## config.mk

```make
export PLATFORM = sky130hd
export DESIGN_NAME = fe2_collect
export DESIGN_NICKNAME = d
export VERILOG_FILES = /design/src/common/fe2_pkg.sv /design/src/design/fe2_collect.sv
export SDC_FILE = /design/constraint.sdc
export NUM_CORES = 1
export LEC_CHECK = 0
export ABC_CLOCK_PERIOD_IN_PS = 13100
export BUFFER_PORTS_ARGS = -buffer_cell sky130_fd_sc_hd__buf_2
export CAP_MARGIN = 15
export CORE_AREA = 2 2 146 148
export DETAILED_ROUTE_END_ITERATION = 16
export DIE_AREA = 0 0 148 150
export PLACE_DENSITY = 0.36
export SYNTH_ARGS = -nofsm -noshare
export SYNTH_HDL_FRONTEND = slang
export SYNTH_SLANG_ARGS = --single-unit
```

## constraint.sdc

```tcl
create_clock -name i_clk -period 13.1 [get_ports i_clk]
set_input_delay 2.62 -clock i_clk [delete_from_list [all_inputs] [get_ports i_clk]]
set_output_delay 2.62 -clock i_clk [all_outputs]
set_load 0.02 [all_outputs]
```

## src/common/fe2_pkg.sv

```systemverilog
////////////////////////////////////////////////////////////////////////////
// shared types for the Fp2 multiplication engine
// field prime, element typedefs, modular add and subtract
////////////////////////////////////////////////////////////////////////////

package fe2_pkg;

localparam int FE_BITS = 32;

typedef logic [FE_BITS-1:0]   fe_t;        // one Fp element
typedef logic [2*FE_BITS-1:0] fe2_t;       // {c1, c0}
typedef logic [2*FE_BITS-1:0] fe_wide_t;   // unreduced product
typedef logic [7:0]           tag_t;       // caller job tag
typedef logic [1:0]           prod_idx_t;  // 0 a0b0, 1 a1b1, 2 a0b1, 3 a1b0

// 2^32 - 5, congruent to 3 mod 4 so u^2 + 1 is irreducible
localparam fe_t P = 32'd4294967291;

// a + b mod P, both inputs below P
function automatic fe_t fe_add(fe_t a, fe_t b);
  logic [FE_BITS:0] s;
  s = {1'b0, a} + {1'b0, b};
  if (s >= {1'b0, P}) begin
    s = s - {1'b0, P};
  end
  return s[FE_BITS-1:0];
endfunction

// a - b mod P, both inputs below P
function automatic fe_t fe_sub(fe_t a, fe_t b);
  fe_t d;
  d = a - b;
  if (a < b) begin
    d = d + P;  // wraps back into range
  end
  return d;
endfunction

endpackage

```

## src/design/fe2_collect.sv

```systemverilog
////////////////////////////////////////////////////////////////////////////
// result collector, drains finished lanes to one output stream
////////////////////////////////////////////////////////////////////////////
`timescale 1ns/1ps

module fe2_collect #(
  parameter int NUM_LANES = 4
)(
  input  logic                           i_clk,
  input  logic                           i_rst_n,
  input  logic [NUM_LANES-1:0]           i_done_val,
  output logic [NUM_LANES-1:0]           o_done_rdy,
  input  fe2_pkg::fe2_t [NUM_LANES-1:0]  i_lane_res,
  input  fe2_pkg::tag_t [NUM_LANES-1:0]  i_lane_tag,
  output logic                           o_val,
  input  logic                           i_rdy,
  output fe2_pkg::fe2_t                  o_res,
  output fe2_pkg::tag_t                  o_tag
);

localparam int LANE_BITS = $clog2(NUM_LANES);

logic [LANE_BITS-1:0] ptr_q;
logic [LANE_BITS-1:0] sel;
logic                 found;

always_comb begin
  int idx;
  found      = 1'b0;
  sel        = ptr_q;
  o_done_rdy = '0;
  for (int k = 0; k < NUM_LANES; k++) begin
    idx = int'(ptr_q) + k;
    if (idx >= NUM_LANES) begin
      idx = idx - NUM_LANES;
    end
    o_done_rdy[idx] = i_rdy && !found;  // blocked by an earlier done lane
    if (!found && i_done_val[idx]) begin
      found = 1'b1;
      sel   = LANE_BITS'(idx);
    end
  end
end

assign o_val = found;
assign o_res = i_lane_res[sel];
assign o_tag = i_lane_tag[sel];

// parking the pointer on the held lane keeps the choice while stalled
always_ff @(posedge i_clk or negedge i_rst_n) begin
  if (!i_rst_n) begin
    ptr_q <= '0;
  end else if (o_val) begin
    if (!i_rdy) ptr_q <= sel;
    else ptr_q <= (sel == LANE_BITS'(NUM_LANES - 1)) ? '0 : sel + 1'b1;
  end
end

endmodule

```

==> run summary, run 1 <==
* **Worst Path Max Fanout** 73
* **Crit path buffers/inverters** 3
* **Worst R2R Path Depth** 9
* **layout overhead on the synthesized area** 89.7%
* **arrival time worst endpoint** 5.79 ns
* **Crit Path Class** primary input to output pin
* **Fmax achieved** 0.119 GHz
* **proportion of layout cells with a drive suffix above 1** 89.4%
* **Post-Syn Instances** 151
* **worst rel slew slack** 32.1%
* **cell family with most CP delay** buffers and inverters
* **run status** finished clean
* **Hold Path Stages** 2
* **area of the core** 20700 µm²
* **Post-Synthesis Cell Area** 2380 µm²
* **largest incremental delay on the critical path** 0.78 ns
* **largest net degree at the start of global routing** 74
* **routed wire length per instance** 18.2 µm
* **crit-path cells** buf_2 > mux4_2 > or3_4 > or3_4 > a2bb2oi_4 > buf_4 > mux4_2 > buf_2
* **endpoint type of the worst setup path** output pin
* **registers with the most flip-flops** ptr_q (2)
* **initial antenna violation count** 3
* **cell at the root of the clock tree** clkbuf_16
* **sinks on the clock net** 2
* **register-to-register path setup slack** 8.94 ns
* **final critical-path required period** 8.41 ns
* **Setup Viol. Count Final** 0
* **kind of launch point of the worst setup path** primary input
* **routed via count** 3245
* **Antenna Violating Nets Remaining** 0
* **placement row count** 53
* **Port Buf Inserts** 371
* **origin of the worst setup path** i_done_val[3]
* **Die Span X** 148 µm
* **number of setup buffers added after CTS** 0
* **Synth Net Count** 454
* **largest register by flop count** ptr_q
* **post-synthesis register bit count** 2
* **post-synth top area share** 70.8%
* **fillcell total** 2326
* **first-pass GRT wire length** 20000 µm
* **leakage power figure** 2.19 nW
* **drt via density** 4.10
* **Resized cells post-CTS** 0
* **sum of negative setup slack** 0 ns
* **First DRT Iteration DRCs** 206
* **unrepaired setup endpoints after global routing** false
* **share of the cycle needed by the critical path after routing** 64.2%
* **DRT Wirelength** 14400 µm
* **required time of the worst setup path** 10.48 ns
* **sequential-to-total area share from yosys stat** 2.10%
* **die area** 22200 µm²
* **slowest stage cell on the critical path** buf_4
* **insertion delay of the later-clocked pin in the worst-skew pair** 0.22 ns
* **clock slew at the register clock pins of the worst setup and hold paths** 0.03 ns
* **NumNets Final** 816
* **min-delay src** ptr_q[1]
* **combined global-route utilization of all metal layers** 11.6%
* **total instance count after detailed placement** 783
* **Tot Pwr** 1.69 mW
* **post-layout instance count excluding filler cells** 791
* **PD cells** 374 nW/µm²
* **count of unique library cells instantiated by Yosys** 30
* **Hold Buf Count CTS** 0
* **launch instance of the worst register-to-register path** ptr_q[0]
* **Final Slew Violations** 0
* **starting utilization of the core area** 11.5%
* **vias in the first global route** 3420
* **Remaining DRCs** 0
* **most area-consuming cells after synthesis** mux4_2, buf_8, ha_1
* **Critical R2R Capture** ptr_q[1]
* **number of top-level pins** 372
* **transition at the pin with the smallest max-transition slack** 1.02 ns
* **flip-flop count of the largest register after layout** 2
* **Pre-antenna DRT Iters** 4
* **CTS tree** built
* **Worst Hold Endpoint** ptr_q[1]
* **GRT overflow** 0
* **Worst Clk Skew** 0.000120 ns
* **largest area contributor in the netlist** mux4_2
* **Hold WC Path Type** flip-flop to flip-flop
* **YS warnings** 0
* **placer's final routability congestion estimate** 0.905
* **Die Span Y** 150 µm
* **Synth Area per Inst** 15.8 µm²
* **largest voltage drop on the vdd net** 175 µV
* **CTS Buffer Depth** 2
* **CTS buffer count** 3
* **H-Tree Level Count** 1
* **hold violation count in the final report** 0
* **DP Wirelength** 12700 µm
* **MaxCap Viol Count** 0
worst min-delay path, stage by stage, from the launching register on:
cell,delay (ns)
dfrtp_1,0.51
nand2_1,0.11
o21ai_1,0.07
worst max path at each step:
stage | depth (start not counted) | endpoint
after detailed placement | 8 | o_tag[3]
after global routing | 8 | o_res[44]
after CTS | 8 | o_res[44]
final | 8 | o_tag[3]
after floorplan | 6 | o_res[0]
after global placement | 8 | o_res[54]
logic make-up (layout without fill, tap and decap cells):
logic type / after synthesis / count (layout) / synth area share (%)
simple gates: 15 / 15 / 3.99
xor+xnor: 2 / 2 / 0.735
fa+ha+maj: 8 / 8 / 4.20
flops: 2 / 2 / 2.10
compound gates: 25 / 25 / 9.03
mux: 78 / 78 / 72.1
other cells: 0 / 5 / 0
buf+inv: 21 / 381 / 7.87
synth_stat cells:
master,count
nor2_4,1
o22a_1,1
or3_4,2
clkbuf_2,1
o21ai_1,2
dfrtp_1,2
a31oi_1,1
nor4b_1,1
xnor2_1,1
a21o_1,1
a211oi_1,12
o22ai_1,1
nor3b_1,1
a31o_1,1
xor2_1,1
buf_8,7
o21ai_0,3
a2111oi_4,1
nor2_1,6
nand2_1,2
inv_1,4
mux2i_1,3
nor4_1,1
buf_2,2
and3b_1,1
buf_4,7
mux4_2,75
a2bb2oi_4,1
a22o_1,1
ha_1,8
layout by cell type, fill, tap and decap left out, types with 2 or more instances in the layout:
| cell | instances |
|---|---|
| buf_2 | 371 |
| diode_2 | 5 |
| clkbuf_16 | 3 |
| buf_4 | 3 |
| nand2_1 | 2 |
| dfrtp_1 | 2 |
| nor2_1 | 6 |
| o21ai_0 | 3 |
| o21ai_1 | 2 |
| mux4_2 | 75 |
| inv_1 | 4 |
| ha_1 | 8 |
| mux2i_1 | 3 |
| a211oi_1 | 12 |
| or3_4 | 2 |
per-layer routing:
metal,vias to the layer above,wire length [µm],global-route usage (%),part of all wire (%)
met2,175,7450,20.7,52
met3,2,1100,2.50,7.6
met4,2,0,0.905,0
met5,-,8,0,0.055
met1,1623,5870,14.8,41
li1,1443,-,-,-
through the flow:
step / hold WS [ns] / setup slack (ns) / utilization (%) / area (µm²)
floorplan: 0.613 / 5.66 / - / 2380
global placement: 0.736 / 4.72 / 21.4 / 4440
detailed placement: 0.734 / 4.68 / 21.4 / 4440
CTS: 0.742 / 4.68 / 21.8 / 4510
global route: 0.744 / 4.56 / 21.8 / 4510
finish: 0.734 / 4.69 / 21.9 / 4520
final cells by class:
cell class | instances | area [µm²] | area share (%)
diodes | 5 | 12.5 | 0.277
inverters | 4 | 15.0 | 0.332
repair buffers | 374 | 1880 | 41.5
multi-input cells | 128 | 2150 | 47.5
well taps | 275 | 344 | 7.61
clock buffers | 3 | 75.1 | 1.66
flip-flops and latches | 2 | 50.0 | 1.11
power breakdown:
group	leakage [nW]	total, mW	switching (mW)	internal [mW]
registers	0.0235	0.0251	0.0154	0.00977
logic	2.13	1.62	0.904	0.715
clock network	0.0370	0.0456	0.00683	0.0388
Power figures use the tool's default switching activity.
==> run 2, diff against run 1 <==
==> config.mk (replaced) <==
export PLATFORM = sky130hd
export DESIGN_NAME = fe2_collect
export DESIGN_NICKNAME = d
export VERILOG_FILES = /design/src/common/fe2_pkg.sv /design/src/design/fe2_collect.sv
export SDC_FILE = /design/constraint.sdc
export NUM_CORES = 1
export LEC_CHECK = 0
export ABC_CLOCK_PERIOD_IN_PS = 7750
export BUFFER_PORTS_ARGS = -buffer_cell sky130_fd_sc_hd__buf_2
export CAP_MARGIN = 15
export CORE_AREA = 2 2 142 144
export DETAILED_ROUTE_END_ITERATION = 16
export DIE_AREA = 0 0 144 146
export PLACE_DENSITY = 0.38
export SYNTH_ARGS = -nofsm -noshare
export SYNTH_HDL_FRONTEND = slang
export SYNTH_SLANG_ARGS = --single-unit
==> constraint.sdc (replaced) <==
create_clock -name i_clk -period 7.75 [get_ports i_clk]
set_input_delay 1.55 -clock i_clk [delete_from_list [all_inputs] [get_ports i_clk]]
set_output_delay 1.55 -clock i_clk [all_outputs]
set_load 0.02 [all_outputs]
==> run summary, run 2 (synthesis results as in run 1) <==
* **register-to-register path setup slack** 4.02 ns, -4.92 ns
* **Hold Path Stages** 2, unchanged
* **DRT Wirelength** 14800 µm, +2.6%
* **hold violation count in the final report** 0, unchanged
* **Worst Clk Skew** 0.00240 ns, +0.00228 ns
* **final critical-path required period** 5.96 ns
* **DP Wirelength** 13100 µm, +3.1%
* **unrepaired setup endpoints after global routing** false
* **area of the core** 19300 µm², -6.5%
* **MaxCap Viol Count** 0, unchanged
* **Remaining DRCs** 0, unchanged
* **required time of the worst setup path** 6.20 ns, -4.28 ns
* **Hold WC Path Type** flip-flop to flip-flop
* **NumNets Final** 817, +0.12%
* **routed via count** 3254, +0.28%
* **transition at the pin with the smallest max-transition slack** 0.938 ns, -0.0812 ns
* **slowest stage cell on the critical path** mux4_2
* **initial antenna violation count** 3, unchanged
* **placer's final routability congestion estimate** 1.04, +14%
* **registers with the most flip-flops** ptr_q (2)
* **leading cell type in the layout, fill and taps excluded** buf_2
* **GRT overflow** 0, unchanged
* **run status** finished clean
* **starting utilization of the core area** 12.3%, +0.81 points
* **CTS tree** built
* **kind of launch point of the worst setup path** primary input
* **Pre-antenna DRT Iters** 6, +2
* **Worst Path Max Fanout** 40, -45%
* **routed wire length per instance** 19.0 µm, +4.4%
* **number of setup buffers added after CTS** 0, unchanged
* **insertion delay of the later-clocked pin in the worst-skew pair** 0.22 ns, about the same
* **die area** 21000 µm², -5.3%
* **Fmax achieved** 0.168 GHz
* **post-layout instance count excluding filler cells** 777, -1.8%
* **flip-flop count of the largest register after layout** 2, unchanged
* **endpoint type of the worst setup path** output pin
* **total inserted antenna cells** 0, -5
* **Antenna Violating Nets Remaining** 0, unchanged
* **Resized cells post-CTS** 0, unchanged
* **largest incremental delay on the critical path** 0.62 ns, -0.16 ns
* **combined global-route utilization of all metal layers** 12.5%, +0.92 points
* **CTS buffer count** 3, unchanged
* **layout overhead on the synthesized area** 89.5%
* **H-Tree Level Count** 1, unchanged
* **worst rel slew slack** 36.9%, +4.8 points
* **cell at the root of the clock tree** clkbuf_16
* **Crit path buffers/inverters** 3, unchanged
* **total instance count after detailed placement** 774, -1.1%
* **proportion of layout cells with a drive suffix above 1** 89.5%, about the same
* **Port Buf Inserts** 371, unchanged
* **First DRT Iteration DRCs** 161, -22%
* **largest voltage drop on the vdd net** 236 µV, +35%
* **first-pass GRT wire length** 20000 µm, +0.31%
* **sinks on the clock net** 2, unchanged
* **clock slew at the register clock pins of the worst setup and hold paths** 0.03 ns, about the same
* **cell family with most CP delay** multiplexers
* **Worst R2R Path Depth** 9, unchanged
* **commonest non-fill, non-tap cells in the layout** buf_2, mux4_2, a211oi_1
* **vias in the first global route** 3275, -4.2%
* **Setup Viol. Count Final** 0, unchanged
* **post-route worst hold slack** 0.709 ns, -0.0248 ns
* **Crit Path Class** primary input to output pin
* **drt via density** 4.19, +2.1%
* **Die Span Y** 146 µm, -2.7%
* **Final Slew Violations** 0, unchanged
* **number of top-level pins** 372, unchanged
* **count of cell instances traversed by the critical path** 8, unchanged
* **placement row count** 51, -3.8%
* **Hold Buf Count CTS** 0, unchanged
* **crit-path cells** buf_2 > mux4_2 > or3_4 > or3_4 > a2bb2oi_4 > buf_4 > mux4_2 > buf_2
* **largest register by flop count** ptr_q
* **PD cells** 644 nW/µm², +72%
* **Die Span X** 144 µm, -2.7%
* **share of the cycle needed by the critical path after routing** 76.9%
* **CTS Buffer Depth** 2, unchanged
* **sum of negative setup slack** 0 ns, unchanged
* **largest net degree at the start of global routing** 43, -42%
* **leakage power figure** 2.20 nW, +0.43%
* **fillcell total** 2133, -8.3%
* **arrival time worst endpoint** 4.41 ns, -1.38 ns
[run 2: cell count changes in the layout (fill, tap and decap cells not counted), sizes merged]
cell / change
buf: +1
diode: -5
[run 2: worst register-to-register path, delay by kind of cell (launching register included)]
family          cells  cell delay, ns
flops               1            0.78
simple gates        2            0.73
buf+inv             2            0.61
mux                 1            0.55
fa+ha+maj           1            0.50
compound gates      2            0.20
xor+xnor            1            0.20
[run 2: cell type report]
cell class | count | area, µm² | area share (%)
Clock buffer | 3 | 75.1 | 1.66
Inverter | 4 | 15.0 | 0.332
Multi-Input combinational cell | 128 | 2150 | 47.5
Sequential cell | 2 | 50.0 | 1.11
Tap cell | 265 | 332 | 7.34
Timing Repair Buffer | 375 | 1900 | 42.0
[run 2: final timing paths]
check                              start   endpoint
max                        i_done_val[0]  o_res[52]
min                             ptr_q[1]   ptr_q[1]
max reg2reg                     ptr_q[0]   ptr_q[1]
min reg2reg                     ptr_q[1]   ptr_q[1]
max in group asynchronous        i_rst_n   ptr_q[0]
min in group asynchronous        i_rst_n   ptr_q[1]
[run 2: layer usage]
layer / up-vias / GRT usage, % / wire (µm)
li1: 1438 / - / -
met1: 1560 / 15.8 / 5760
met2: 229 / 20.4 / 7020
met4: 6 / 2.89 / 272
met5: - / 0 / 41
met3: 21 / 4.28 / 1710
[run 2: per-stage QoR]
stage	worst slack, ns	utilization, %	power (mW)	instance area [µm²]
2_1_floorplan	2.45	-	2.18	2380
3_3_place_gp	1.87	23.0	2.84	4440
3_5_place_dp	1.82	23.0	2.85	4440
4_1_cts	1.82	23.4	2.95	4520
5_1_grt	1.69	23.4	3.08	4520
6_report	1.79	23.4	2.91	4520
[run 2: report_power, final]
group	internal [mW]	leakage, nW	switching (mW)
clock network	0.0657	0.0370	0.0130
logic	1.22	2.14	1.57
registers	0.0165	0.0235	0.0261
